$ cat src/hdl/mips_pkg.sv
package mips_pkg;

    localparam int XLEN   = 32;
    localparam int NB_OP  = 6;
    localparam int NB_REG = 5;

    localparam logic [NB_OP-1:0] OP_RTYPE = 6'b000000;
    localparam logic [NB_OP-1:0] OP_LW    = 6'b100011;
    localparam logic [NB_OP-1:0] OP_LH    = 6'b100001;
    localparam logic [NB_OP-1:0] OP_LHU   = 6'b100101;
    localparam logic [NB_OP-1:0] OP_LB    = 6'b100000;
    localparam logic [NB_OP-1:0] OP_LBU   = 6'b100100;
    localparam logic [NB_OP-1:0] OP_LWU   = 6'b100111;
    localparam logic [NB_OP-1:0] OP_SW    = 6'b101011;
    localparam logic [NB_OP-1:0] OP_SH    = 6'b101001;
    localparam logic [NB_OP-1:0] OP_SB    = 6'b101000;
    localparam logic [NB_OP-1:0] OP_ADDI  = 6'b001000;
    localparam logic [NB_OP-1:0] OP_ORI   = 6'b001101;
    localparam logic [NB_OP-1:0] OP_XORI  = 6'b001110;
    localparam logic [NB_OP-1:0] OP_LUI   = 6'b001111;
    localparam logic [NB_OP-1:0] OP_SLTI  = 6'b001010;
    localparam logic [NB_OP-1:0] OP_BEQ   = 6'b000100;
    localparam logic [NB_OP-1:0] OP_BNE   = 6'b000101;
    localparam logic [NB_OP-1:0] OP_J     = 6'b000010;
    localparam logic [NB_OP-1:0] OP_JAL   = 6'b000011;

    localparam logic [NB_OP-1:0] FN_ADDU = 6'b100001;
    localparam logic [NB_OP-1:0] FN_SUBU = 6'b100011;
    localparam logic [NB_OP-1:0] FN_AND  = 6'b100100;
    localparam logic [NB_OP-1:0] FN_OR   = 6'b100101;
    localparam logic [NB_OP-1:0] FN_XOR  = 6'b100110;
    localparam logic [NB_OP-1:0] FN_SLT  = 6'b101010;

    typedef enum logic [2:0] {
        ALU_ADD, ALU_SUB, ALU_AND, ALU_OR, ALU_XOR, ALU_SLT, ALU_LUI
    } alu_op_e;

    // matches opcode[1:0] of the load/store group
    typedef enum logic [1:0] {
        W_BYTE = 2'b00,
        W_HALF = 2'b01,
        W_WORD = 2'b11
    } width_e;

    typedef enum logic [1:0] {
        PC_SEQ, PC_BRANCH, PC_JUMP
    } pc_sel_e;

    typedef enum logic [2:0] {
        ST_FETCH   = 3'd0,
        ST_DECODE  = 3'd1,
        ST_EXECUTE = 3'd2,
        ST_MEM     = 3'd3,
        ST_WB      = 3'd4
    } ctrl_state_e;

endpackage

$ cat src/hdl/alu.sv
`timescale 1ns/1ps

module alu (
    input  mips_pkg::alu_op_e         i_op,
    input  logic [mips_pkg::XLEN-1:0] i_a,
    input  logic [mips_pkg::XLEN-1:0] i_b,
    output logic [mips_pkg::XLEN-1:0] o_result,
    output logic                      o_zero
);
    import mips_pkg::*;

    logic lt;

    assign lt = $signed(i_a) < $signed(i_b);

    always_comb begin
        case (i_op)
            ALU_ADD: o_result = i_a + i_b;
            ALU_SUB: o_result = i_a - i_b;    // also the branch compare
            ALU_AND: o_result = i_a & i_b;
            ALU_OR:  o_result = i_a | i_b;
            ALU_XOR: o_result = i_a ^ i_b;
            ALU_SLT: o_result = {{(XLEN-1){1'b0}}, lt};
            ALU_LUI: o_result = {i_b[15:0], 16'h0000};
            default: o_result = '0;
        endcase
    end

    assign o_zero = (o_result == '0);

endmodule

$ cat src/hdl/reg_file.sv
`timescale 1ns/1ps

module reg_file (
    input  logic                        clk,
    input  logic                        i_rst_n,
    input  logic                        i_we,
    input  logic [mips_pkg::NB_REG-1:0] i_waddr,
    input  logic [mips_pkg::XLEN-1:0]   i_wdata,
    input  logic [mips_pkg::NB_REG-1:0] i_raddr_a,
    input  logic [mips_pkg::NB_REG-1:0] i_raddr_b,
    output logic [mips_pkg::XLEN-1:0]   o_rdata_a,
    output logic [mips_pkg::XLEN-1:0]   o_rdata_b
);
    import mips_pkg::*;

    logic [XLEN-1:0] regs [2**NB_REG];

    always_ff @(posedge clk or negedge i_rst_n) begin
        if (!i_rst_n) begin
            for (int i = 0; i < 2**NB_REG; i++) begin
                regs[i] <= '0;
            end
        end else if (i_we && (i_waddr != '0)) begin
            regs[i_waddr] <= i_wdata;
        end
    end

    assign o_rdata_a = regs[i_raddr_a];
    assign o_rdata_b = regs[i_raddr_b];

endmodule

$ cat src/hdl/fetch_unit.sv
`timescale 1ns/1ps

module fetch_unit (
    input  logic                        clk,
    input  logic                        i_rst_n,
    input  logic                        i_pc_we,
    input  logic                        i_ir_we,
    input  mips_pkg::pc_sel_e           i_pc_sel,
    input  logic [mips_pkg::XLEN-1:0]   i_instr,
    output logic [mips_pkg::XLEN-1:0]   o_pc,
    output logic [mips_pkg::NB_OP-1:0]  o_opcode,
    output logic [mips_pkg::NB_OP-1:0]  o_funct,
    output logic [mips_pkg::NB_REG-1:0] o_rs,
    output logic [mips_pkg::NB_REG-1:0] o_rt,
    output logic [mips_pkg::NB_REG-1:0] o_rd,
    output logic [15:0]                 o_imm
);
    import mips_pkg::*;

    logic [XLEN-1:0] pc, ir, pc_next;

    // pc already points past the current instruction here
    always_comb begin
        case (i_pc_sel)
            PC_BRANCH: pc_next = pc + {{(XLEN-18){ir[15]}}, ir[15:0], 2'b00};
            PC_JUMP:   pc_next = {pc[31:28], ir[25:0], 2'b00};
            default:   pc_next = pc + XLEN'(4);
        endcase
    end

    always_ff @(posedge clk or negedge i_rst_n) begin
        if (!i_rst_n) begin
            pc <= '0;
            ir <= '0;                             // decodes as a no-op
        end else begin
            if (i_pc_we) begin
                pc <= pc_next;
            end
            if (i_ir_we) begin
                ir <= i_instr;
            end
        end
    end

    assign o_pc     = pc;
    assign o_opcode = ir[31:26];
    assign o_rs     = ir[25:21];
    assign o_rt     = ir[20:16];
    assign o_rd     = ir[15:11];
    assign o_funct  = ir[5:0];
    assign o_imm    = ir[15:0];

endmodule

$ cat src/hdl/mem_align.sv
`timescale 1ns/1ps

module mem_align (
    input  mips_pkg::width_e          i_width,
    input  logic                      i_unsigned,
    input  logic [1:0]                i_addr_lo,
    input  logic [mips_pkg::XLEN-1:0] i_store_data,
    input  logic [mips_pkg::XLEN-1:0] i_bus_rdata,
    output logic [mips_pkg::XLEN-1:0] o_bus_wdata,
    output logic [3:0]                o_bus_sel,
    output logic [mips_pkg::XLEN-1:0] o_load_data
);
    import mips_pkg::*;

    logic [7:0]  lane_byte;
    logic [15:0] lane_half;
    logic        ext_bit;

    // little endian, lane 0 is bits 7:0
    always_comb begin
        case (i_width)
            W_BYTE: begin
                o_bus_wdata = {4{i_store_data[7:0]}};
                o_bus_sel   = 4'b0001 << i_addr_lo;
            end
            W_HALF: begin
                o_bus_wdata = {2{i_store_data[15:0]}};
                o_bus_sel   = i_addr_lo[1] ? 4'b1100 : 4'b0011;
            end
            default: begin
                o_bus_wdata = i_store_data;
                o_bus_sel   = 4'b1111;
            end
        endcase
    end

    assign lane_byte = i_bus_rdata[8*i_addr_lo +: 8];
    assign lane_half = i_addr_lo[1] ? i_bus_rdata[31:16] : i_bus_rdata[15:0];

    always_comb begin
        case (i_width)
            W_BYTE: begin
                ext_bit     = ~i_unsigned & lane_byte[7];
                o_load_data = {{(XLEN-8){ext_bit}}, lane_byte};
            end
            W_HALF: begin
                ext_bit     = ~i_unsigned & lane_half[15];
                o_load_data = {{(XLEN-16){ext_bit}}, lane_half};
            end
            default: begin
                ext_bit     = 1'b0;               // full word, nothing to extend
                o_load_data = i_bus_rdata;
            end
        endcase
    end

endmodule

$ cat src/hdl/control_unit.sv
`timescale 1ns/1ps

module control_unit (
    input  logic                       clk,
    input  logic                       i_rst_n,
    input  logic [mips_pkg::NB_OP-1:0] i_opcode,
    input  logic [mips_pkg::NB_OP-1:0] i_funct,
    input  logic                       i_alu_zero,
    input  logic                       i_wb_ack,
    output mips_pkg::ctrl_state_e      o_state,
    output logic                       o_pc_we,
    output logic                       o_ir_we,
    output mips_pkg::pc_sel_e          o_pc_sel,
    output logic                       o_rf_we,
    output logic                       o_rf_wsel,      // 1 = rd, 0 = rt
    output logic                       o_rf_link,      // r31 <- return address
    output mips_pkg::alu_op_e          o_alu_op,
    output logic                       o_alu_src_imm,
    output logic                       o_imm_zero_ext,
    output mips_pkg::width_e           o_mem_width,
    output logic                       o_mem_unsigned,
    output logic                       o_wb_cyc,
    output logic                       o_wb_stb,
    output logic                       o_wb_we,
    output logic                       o_adr_data
);
    import mips_pkg::*;

    ctrl_state_e state, next_state;
    logic        wb_cyc, wb_we;
    logic        bus_done;
    logic        br_taken;
    width_e      dec_width;
    logic        dec_rf_we, dec_load, dec_store;
    logic        dec_branch, dec_bne, dec_jump;

    always_comb begin
        o_alu_op       = ALU_ADD;
        o_alu_src_imm  = 1'b0;
        o_imm_zero_ext = 1'b0;
        o_mem_unsigned = 1'b0;
        o_rf_wsel      = 1'b0;
        o_rf_link      = 1'b0;
        dec_width      = W_WORD;
        dec_rf_we      = 1'b0;
        dec_load       = 1'b0;
        dec_store      = 1'b0;
        dec_branch     = 1'b0;
        dec_bne        = 1'b0;
        dec_jump       = 1'b0;

        case (i_opcode)
            OP_RTYPE: begin
                o_rf_wsel = 1'b1;
                dec_rf_we = 1'b1;
                case (i_funct)
                    FN_ADDU: o_alu_op = ALU_ADD;
                    FN_SUBU: o_alu_op = ALU_SUB;
                    FN_AND:  o_alu_op = ALU_AND;
                    FN_OR:   o_alu_op = ALU_OR;
                    FN_XOR:  o_alu_op = ALU_XOR;
                    FN_SLT:  o_alu_op = ALU_SLT;
                    default: dec_rf_we = 1'b0;   // unsupported funct, no-op
                endcase
            end
            OP_LB, OP_LH, OP_LW, OP_LBU, OP_LHU, OP_LWU: begin
                o_alu_src_imm  = 1'b1;
                dec_rf_we      = 1'b1;
                dec_load       = 1'b1;
                dec_width      = width_e'(i_opcode[1:0]);
                o_mem_unsigned = i_opcode[2];     // the ...u forms
            end
            OP_SB, OP_SH, OP_SW: begin
                o_alu_src_imm = 1'b1;
                dec_store     = 1'b1;
                dec_width     = width_e'(i_opcode[1:0]);
            end
            OP_ADDI: begin
                o_alu_src_imm = 1'b1;
                dec_rf_we     = 1'b1;
            end
            OP_ORI: begin
                o_alu_src_imm  = 1'b1;
                o_imm_zero_ext = 1'b1;
                o_alu_op       = ALU_OR;
                dec_rf_we      = 1'b1;
            end
            OP_XORI: begin
                o_alu_src_imm  = 1'b1;
                o_imm_zero_ext = 1'b1;
                o_alu_op       = ALU_XOR;
                dec_rf_we      = 1'b1;
            end
            OP_LUI: begin
                o_alu_src_imm = 1'b1;
                o_alu_op      = ALU_LUI;
                dec_rf_we     = 1'b1;
            end
            OP_SLTI: begin
                o_alu_src_imm = 1'b1;
                o_alu_op      = ALU_SLT;
                dec_rf_we     = 1'b1;
            end
            OP_BEQ: begin
                o_alu_op   = ALU_SUB;
                dec_branch = 1'b1;
            end
            OP_BNE: begin
                o_alu_op   = ALU_SUB;
                dec_branch = 1'b1;
                dec_bne    = 1'b1;
            end
            OP_J: begin
                dec_jump = 1'b1;
            end
            OP_JAL: begin
                dec_jump  = 1'b1;
                o_rf_link = 1'b1;
            end
            default: ;                            // unknown opcode, no-op
        endcase
    end

    assign bus_done = wb_cyc & i_wb_ack;
    assign br_taken = dec_branch & (dec_bne ? ~i_alu_zero : i_alu_zero);

    always_comb begin
        next_state = state;
        o_pc_we    = 1'b0;
        o_ir_we    = 1'b0;
        o_pc_sel   = PC_SEQ;
        o_rf_we    = 1'b0;

        case (state)
            ST_FETCH: begin
                o_ir_we = bus_done;
                o_pc_we = bus_done;
                if (bus_done) begin
                    next_state = ST_DECODE;
                end
            end
            ST_DECODE: begin
                o_pc_sel   = PC_JUMP;
                o_pc_we    = dec_jump;
                o_rf_we    = o_rf_link;
                next_state = ST_EXECUTE;
            end
            ST_EXECUTE: begin
                o_pc_sel = PC_BRANCH;
                o_pc_we  = br_taken;
                if (dec_load || dec_store) begin
                    next_state = ST_MEM;
                end else if (dec_rf_we) begin
                    next_state = ST_WB;
                end else begin
                    next_state = ST_FETCH;
                end
            end
            ST_MEM: begin
                // load data is only valid alongside ack
                o_rf_we = bus_done & dec_load;
                if (bus_done) begin
                    next_state = dec_load ? ST_WB : ST_FETCH;
                end
            end
            ST_WB: begin
                o_rf_we    = dec_rf_we & ~dec_load;
                next_state = ST_FETCH;
            end
            default: next_state = ST_FETCH;
        endcase
    end

    always_ff @(posedge clk or negedge i_rst_n) begin
        if (!i_rst_n) begin
            state  <= ST_FETCH;
            wb_cyc <= 1'b0;
            wb_we  <= 1'b0;
        end else begin
            state  <= next_state;
            // bus goes idle for a cycle after every ack
            wb_cyc <= ((next_state == ST_FETCH) || (next_state == ST_MEM)) && !bus_done;
            wb_we  <= (next_state == ST_MEM) && dec_store;
        end
    end

    assign o_state     = state;
    assign o_wb_cyc    = wb_cyc;
    assign o_wb_stb    = wb_cyc;                  // single transfers only
    assign o_wb_we     = wb_we;
    assign o_adr_data  = (state == ST_MEM);
    assign o_mem_width = (state == ST_MEM) ? dec_width : W_WORD;  // fetch is a word

endmodule

$ cat src/hdl/mips_core.sv
`timescale 1ns/1ps

module mips_core (
    input  logic                      clk,
    input  logic                      i_rst_n,
    output logic                      o_wb_cyc,
    output logic                      o_wb_stb,
    output logic                      o_wb_we,
    output logic [mips_pkg::XLEN-1:0] o_wb_adr,
    output logic [mips_pkg::XLEN-1:0] o_wb_dat,
    output logic [3:0]                o_wb_sel,
    input  logic [mips_pkg::XLEN-1:0] i_wb_dat,
    input  logic                      i_wb_ack
);
    import mips_pkg::*;

    logic              pc_we, ir_we, rf_we, rf_wsel, rf_link;
    logic              alu_src_imm, imm_zero_ext, mem_unsigned, adr_data;
    pc_sel_e           pc_sel;
    alu_op_e           alu_op;
    width_e            mem_width;
    logic [NB_OP-1:0]  opcode, funct;
    logic [NB_REG-1:0] rs, rt, rd;
    logic [15:0]       imm;
    logic [XLEN-1:0]   pc, rdata_a, rdata_b, alu_result, load_data;
    logic              alu_zero;

    control_unit u_ctrl (
        .clk            (clk),
        .i_rst_n        (i_rst_n),
        .i_opcode       (opcode),
        .i_funct        (funct),
        .i_alu_zero     (alu_zero),
        .i_wb_ack       (i_wb_ack),
        .o_state        (),                       // observed by the bus checks only
        .o_pc_we        (pc_we),
        .o_ir_we        (ir_we),
        .o_pc_sel       (pc_sel),
        .o_rf_we        (rf_we),
        .o_rf_wsel      (rf_wsel),
        .o_rf_link      (rf_link),
        .o_alu_op       (alu_op),
        .o_alu_src_imm  (alu_src_imm),
        .o_imm_zero_ext (imm_zero_ext),
        .o_mem_width    (mem_width),
        .o_mem_unsigned (mem_unsigned),
        .o_wb_cyc       (o_wb_cyc),
        .o_wb_stb       (o_wb_stb),
        .o_wb_we        (o_wb_we),
        .o_adr_data     (adr_data)
    );

    fetch_unit u_fetch (
        .clk      (clk),
        .i_rst_n  (i_rst_n),
        .i_pc_we  (pc_we),
        .i_ir_we  (ir_we),
        .i_pc_sel (pc_sel),
        .i_instr  (i_wb_dat),
        .o_pc     (pc),
        .o_opcode (opcode),
        .o_funct  (funct),
        .o_rs     (rs),
        .o_rt     (rt),
        .o_rd     (rd),
        .o_imm    (imm)
    );

    // pc already holds the return address when jal writes r31
    reg_file u_rf (
        .clk       (clk),
        .i_rst_n   (i_rst_n),
        .i_we      (rf_we),
        .i_waddr   (rf_link ? NB_REG'(31) : (rf_wsel ? rd : rt)),
        .i_wdata   (rf_link ? pc : (adr_data ? load_data : alu_result)),
        .i_raddr_a (rs),
        .i_raddr_b (rt),
        .o_rdata_a (rdata_a),
        .o_rdata_b (rdata_b)
    );

    alu u_alu (
        .i_op     (alu_op),
        .i_a      (rdata_a),
        .i_b      (alu_src_imm ? (imm_zero_ext ? {16'h0000, imm} : {{16{imm[15]}}, imm})
                               : rdata_b),
        .o_result (alu_result),
        .o_zero   (alu_zero)
    );

    mem_align u_align (
        .i_width      (mem_width),
        .i_unsigned   (mem_unsigned),
        .i_addr_lo    (o_wb_adr[1:0]),
        .i_store_data (rdata_b),
        .i_bus_rdata  (i_wb_dat),
        .o_bus_wdata  (o_wb_dat),
        .o_bus_sel    (o_wb_sel),
        .o_load_data  (load_data)
    );

    assign o_wb_adr = adr_data ? alu_result : pc;

endmodule

$ cat config.mk
export PLATFORM = sky130hd
export DESIGN_NAME = mips_core
export DESIGN_NICKNAME = d
export VERILOG_FILES = /design/src/hdl/mips_pkg.sv /design/src/hdl/alu.sv /design/src/hdl/reg_file.sv /design/src/hdl/fetch_unit.sv /design/src/hdl/mem_align.sv /design/src/hdl/control_unit.sv /design/src/hdl/mips_core.sv
export SDC_FILE = /design/constraint.sdc
export NUM_CORES = 2
export LEC_CHECK = 0
export BUFFER_PORTS_ARGS = -buffer_cell sky130_fd_sc_hd__buf_2
export CAP_MARGIN = 15
export CORE_MARGIN = 2
export CORE_UTILIZATION = 34
export CTS_CLUSTER_DIAMETER = 100
export DETAILED_ROUTE_END_ITERATION = 7
export GPL_TIMING_DRIVEN = 1
export PLACE_DENSITY = 0.48
export SLEW_MARGIN = 20
export SYNTH_ARGS = -nofsm -noshare
export SYNTH_HDL_FRONTEND = slang
export SYNTH_HIERARCHICAL = 1
export SYNTH_SLANG_ARGS = --single-unit
$ cat constraint.sdc
create_clock -name clk -period 12.66 [get_ports clk]
set_input_delay 1.266 -clock clk [delete_from_list [all_inputs] [get_ports clk]]
set_output_delay 1.266 -clock clk [all_outputs]
set_load 0.02 [all_outputs]
---- Yosys cells after proc, flatten, opt, wreduce, memory -nomap -nowiden ----
Cells that the tools add are included.
storage, ports and cells
  memories ................................ 0
  bits in registers ....................... 1093
  RAM bits ................................ 0
  word-level logic and storage cells ...... 177
  output and inout port bits .............. 71
  memory bits (read-only) ................. 0
  bits in latches ......................... 0
operators by class
  equality and inequality tests ........... 38
  multiplexer cells ....................... 50
  add/subtract/negate cells ............... 4
  magnitude comparators ................... 5
  multipliers ............................. 0
  divide/modulo/power cells ............... 0
  reduce and logical (&&, ||, !) cells .... 24
  bitwise logic cells ..................... 16
  shift operators ......................... 2
operators by type and width
  cell                                            number
  bitwise mux 1024 bit                            1
  binary-select mux 32 bit (select 5 bit)         2
  two-way mux 32 bit                              10
  case mux 32 bit (7 select lines)                1
  case mux 32 bit (2 select lines)                3
  demux 32 bit (select 5 bit)                     1
  == test 6 bit (second input constant)           15
  adder 32 bit                                    2
  adder 32 x 3 -> 32 bit (second input constant)  1
  bitwise AND 32 bit                              1
  zero test 32 bit                                1
  < comparator 32 bit                             1
  bitwise OR 32 bit                               1
  variable part select 32 x 6 -> 8 bit            1
  subtractor 32 bit                               1
  XOR 32 bit                                      1
  == test 6 x 4 -> 1 bit (second input constant)  5
  >= comparator 6 bit (second input constant)     3
  inverter 5 -> 6 bit                             3
  case mux 3 bit (6 select lines)                 1
  two-way mux 16 bit                              1
  == test 3 x 2 -> 1 bit (second input constant)  5
  two-way mux 3 bit                               5
  case mux 3 bit (5 select lines)                 1
  other kinds (33)                                72

---- Logic depth before layout (Yosys ltp) ----
  depth in word-level cells ............... 14
  mapped depth ............................ 33
  depth with buffers taken out ............ 29

---- Modules after synthesis ----
The synthesis kept the hierarchy.
modules (own cells, without submodules)
  module        area an instance (µm²)  cells each  seq. area each (µm²)  times used
  reg_file      55942.4                 4601        25624.6               1
  alu           5900.7                  907         0.0                   1
  fetch_unit    4240.3                  464         1551.5                1
  mips_core     1677.9                  208         0.0                   1
  mem_align     1262.5                  189         0.0                   1
  control_unit  659.4                   92          125.1                 1

---- Worst setup path before layout ----
OpenSTA, ideal clock, no wires.
  path type ............................... register to output
  start point ............................. reg u_fetch.ir[26]
  end point ............................... out o_wb_sel[0]
  data arrival time ....................... 5240 ps
  path buffers ............................ 4
  cell stages (with the launch flop) ...... 22
  path slack .............................. 6154 ps
  cells stage by stage .................... dfrtp_1 -> buf_4 -> and2b_2 -> a2111o_1 -> a21oi_1 -> o21bai_1 -> buf_4 -> buf_6 -> mux2_2 -> inv_1 -> ha_1 -> buf_2 -> or4_1 -> nor4_1 -> o21ai_1 -> a31oi_2 -> o21ai_1 -> o221a_2 -> or2_2 -> mux2_2 -> nor2b_1 -> o21bai_1
on the way
  elaborated cells between the ends (all ways) .. 48
  those cells by class .................... add/sub: 2; order compare: 1; eq/ne: 23; shift: 1; mux: 11; bitwise: 3; reduce/logical: 7
RTL lines
  what                                                            RTL line            RTL
  start, declared                                                 fetch_unit.sv:20    logic [XLEN-1:0] pc, ir, pc_next;
  start signal, assigned                                          fetch_unit.sv:40    ir <= i_instr;
  == test 6 x 4 -> 1 bit / == test 6 bit (equally long branches)  control_unit.sv:52  case (i_opcode)
  OR reduction 14 bit (no line) *                                 --
  two-way mux 1 bit *                                             control_unit.sv:52
  via alu_src_imm                                                 mips_core.sv:18     logic alu_src_imm, imm_zero_ext, mem_unsigned, adr_data;
  two-way mux 32 bit *                                            mips_core.sv:85     .i_b (alu_src_imm ? (imm_zero_ext ? {16'h0000, imm} : {{16{imm[15]}}, imm})
  subtractor 32 bit (tied with other cells)                       alu.sv:19           ALU_SUB: o_result = i_a - i_b;
  case mux 32 bit (7 select lines) *                              alu.sv:17           case (i_op)
  via alu_result[0]                                               mips_core.sv:25     logic [XLEN-1:0] pc, rdata_a, rdata_b, alu_result, load_data;
  two-way mux 32 bit *                                            mips_core.sv:102    assign o_wb_adr = adr_data ? alu_result : pc;
  via o_wb_adr, one bit                                           mips_core.sv:9      output logic [mips_pkg::XLEN-1:0] o_wb_adr,
  left shift 1 x 2 -> 4 bit *                                     mem_align.sv:24     o_bus_sel = 4'b0001 << i_addr_lo;
  case mux 4 bit (2 select lines) *                               mem_align.sv:21     case (i_width)
  end, declared                                                   mips_core.sv:11     output logic [3:0] o_wb_sel,
The timed path passes the listed nets; every way through them passes the cells marked *.

---- Worst setup path after layout ----
  start point ............................. reg u_fetch.ir[16]
  end point ............................... out o_wb_sel[0]
on the way
  word-level cells in the longest chain between the ends .. 10
  elaborated cells between the ends (all ways) .. 16
  those cells by class .................... add/sub: 2; order compare: 1; shift: 1; mux: 8; bitwise: 4
RTL lines
  what                                                    RTL line          RTL
  inverter 5 -> 6 bit (not written as such)               reg_file.sv:29    assign o_rdata_b = regs[i_raddr_b];
  binary-select mux 32 bit (select 5 bit)                 reg_file.sv:29
  two-way mux 32 bit (not written as such) (2 in series)  reg_file.sv:29
  via rdata_b[9]                                          mips_core.sv:25
  two-way mux 32 bit                                      mips_core.sv:85
  < comparator 32 bit                                     alu.sv:14         assign lt = $signed(i_a) < $signed(i_b);
  case mux 32 bit (7 select lines)                        alu.sv:17
  via alu_result[0]                                       mips_core.sv:25
  two-way mux 32 bit                                      mips_core.sv:102
  left shift 1 x 2 -> 4 bit                               mem_align.sv:24
  case mux 4 bit (2 select lines)                         mem_align.sv:21
The timed path passes the listed nets, and every way through them passes these cells. The select of a mux whose other input is x is not followed.

==> results.toml <==
[run_status]
outcome = "finished clean"

[clock_network]
postCtsResizedCells = 0
cts_made_buffers = 133
cts_buffer_depth = 3
ctsHoldBuffers = 0
clk_pin_slew_ns = 0.06
clock_latency_ns = 0.82
h-tree-depth = 4
clockRootBuffer = "clkbuf_16"
cts_setup_buffers = 0
cts_tree = "done"
cts_sinks = 1091

[yosys]
synth.top_cell.area_share = 0.392
synth_edf_count = 0
ys.flop_type = "dfrtp_1"
async_reset_ff_frac = 1.00
yosys_register_bits = 1091
yosysMostFrequentCell = "mux2i_1"
yosysWarningCount = 6
synth_common_cells = "mux2i_1 (1102), dfrtp_1 (1091), mux2_2 (1017), nand2_1 (401), a21oi_1 (320)"
syn-instance-count = 6461
yosys.area.top_type = "dfrtp_1"
synthDistinctLibCells = 111
syn-cell-area_sq_um = 69700
synth_area_leaders = "dfrtp_1 (39%), mux2_2 (16%), mux2i_1 (16%)"
synth-seq-area-share = 0.392
avgSynthCellArea_sq_um = 10.8

[drt]
dr.pass1.iters = 6
wire_per_inst_microns = 31.0
dr_total_vias = 53700
drcViolationCount = 0
avgViaCountPerCell = 5.94
routed_wirelength_microns = 280000
drt_iter0_drc = 4798
ant_nets = 0

[hold_path]
hp-class = "flip-flop to flip-flop"

[global_routing]
gr-total-overflow = 0
grt_max_degree = 171
antenna_found_initial = 16
grt_pass1_vias = 53300
grt_pass1_wl_microns = 399000
grt.total_usage = 0.262

[placed_design]
dp_cells = 8791
dp_slack_ns = 3.40
port_buffers = 105
routabilityCongestion = 0.950
dp_hpwl_microns = 173000

[floorplan]
core_sq_um = 204000
die_area_sq_um = 209000
rows = 166
fp.dieW_microns = 457
initial_core_util = 0.341
die_h_microns = 457
boundaryPins = 106

[final_layout]
ff_latch_area_sq_um = 27300
fillers = 20100
final_cell_count_no_fill = 9028
drive_above_1_share = 0.261
multi_input_area_sq_um = 38900
syn_to_final_growth_pct = 9.92
nNetsFinal = 6388

[critical_path]
endpoint_kind = "output port"
critical_path.max_fanout = 91
crit_arrival_ns = 8.34
crit_required_ns = 11.39
criticalPathCategory = "flip-flop to output port"
start_kind = "flip-flop"

[sta]
hold_viol = 0
rsz0062_at_grt = "no"
setup_viol = 0
fin_crit_sh = 0.759
worst_slew_pin_slew_ns = 1.17
fin_skew_ns = 0.0394
tns_ns = 0
relSlewSlack = 0.212
slew_viol_final = 0
setup_slack_ns = 3.05
fin_crit_ns = 9.61
fmax_mhz = 104

[job]
cap_violations = 0
placed cells by master (no fill, tap or decap), types with 44 or more instances in the layout:
cell type	count
a22o_1	130
ha_1	112
clkbuf_16	137
mux2i_1	1102
dfrtp_1	1089
a31oi_1	78
nor2_1	120
nand2_1	384
o21ai_0	82
a22oi_1	205
mux2_2	1017
a21oi_1	320
buf_4	135
nor3_1	104
nand3_1	229
buf_2	105
o22ai_1	44
inv_1	136
cell families (layout without fill, tap and decap cells):
family | Yosys count | in the layout | share of synthesized area
AND/OR/NAND/NOR | 1119 | 1119 | 0.0790
multiplexers | 2191 | 2191 | 0.336
flip-flops | 1091 | 1091 | 0.392
buffers and inverters | 759 | 636 | 0.0555
XOR/XNOR | 34 | 34 | 0.00427
other | 1 | 3 | 0.0000538
AO/OA/AOI/OAI | 1151 | 1151 | 0.112
adder cells (fa/ha/maj) | 115 | 115 | 0.0210
layer usage:
layer	GRT usage	up-vias	wire [microns]	share of wire
li1	-	23300	-	-
met1	0.363	28100	127000	0.45
met2	0.416	1823	128000	0.46
met3	0.0383	436	15900	0.057
met4	0.0864	2	9470	0.034
met5	0	-	11	0.000039
path summary, 6_finish.rpt:
path / startpoint / to / slack [ns] / depth (start not counted)
worst max-delay path: u_fetch/ir[16]$_DFFE_PN0P_ / o_wb_sel[0] / 3.05 / 20
worst min-delay path: u_rf/regs[998]$_DFFE_PN0P_ / u_rf/regs[998]$_DFFE_PN0P_ / 0.40 / 0
worst max register to register: u_fetch/ir[22]$_DFFE_PN0P_ / u_fetch/o_pc[23]$_DFFE_PN0P_ / 3.08 / 28
worst min register to register: u_rf/regs[998]$_DFFE_PN0P_ / u_rf/regs[998]$_DFFE_PN0P_ / 0.40 / 0
max in group asynchronous: i_rst_n / u_rf/regs[509]$_DFFE_PN0P_ / 9.20 / 4
min in group asynchronous: i_rst_n / u_rf/regs[967]$_DFFE_PN0P_ / 0.48 / 1
layout make-up:
cell class                      count  area share
Antenna cell                        1   0.0000327
Clock buffer                      204      0.0529
Clock inverter                     32     0.00719
Inverter                          140     0.00688
Multi-Input combinational cell   4612       0.507
Sequential cell                  1091       0.357
Tap cell                         2688      0.0439
Timing Repair Buffer              260      0.0253
through the flow:
step / hold slack [ns] / area (sq um) / util
final: 0.400 / 76600 / 0.375
after global routing: 0.408 / 76600 / 0.375
after CTS: 0.401 / 76600 / 0.375
after detailed placement: 0.388 / 72000 / 0.353
after global placement: 0.385 / 72000 / 0.353
after floorplan: 0.449 / 69700 / -
registers in the layout, indices dropped and copies added (netlist names):
signal           cells
u_ctrl/o_wb_we       1
u_ctrl/o_wb_cyc      1
u_ctrl/o_state       3
u_fetch/ir          32
u_fetch/o_pc        30
u_rf/regs         1024
critical path: stages, from the launching register on:
cell,delay [ns]
dfrtp_1,0.54
nor2b_4,0.23
buf_12,0.48
buf_4,0.69
a22oi_1,0.20
a31oi_1,0.30
nand3_1,0.38
mux2_2,0.50
inv_1,0.11
ha_1,0.35
or4_1,0.59
nor4_1,0.28
o21ai_1,0.23
a31oi_2,0.36
o21ai_1,0.20
o221a_2,0.29
or2_2,0.33
mux2_2,0.37
nor2b_1,0.19
o21bai_1,0.54
buf_2,0.28
Power is not shown: default switching activity piles up to over one toggle a cycle in this logic, so the estimate is an artifact.
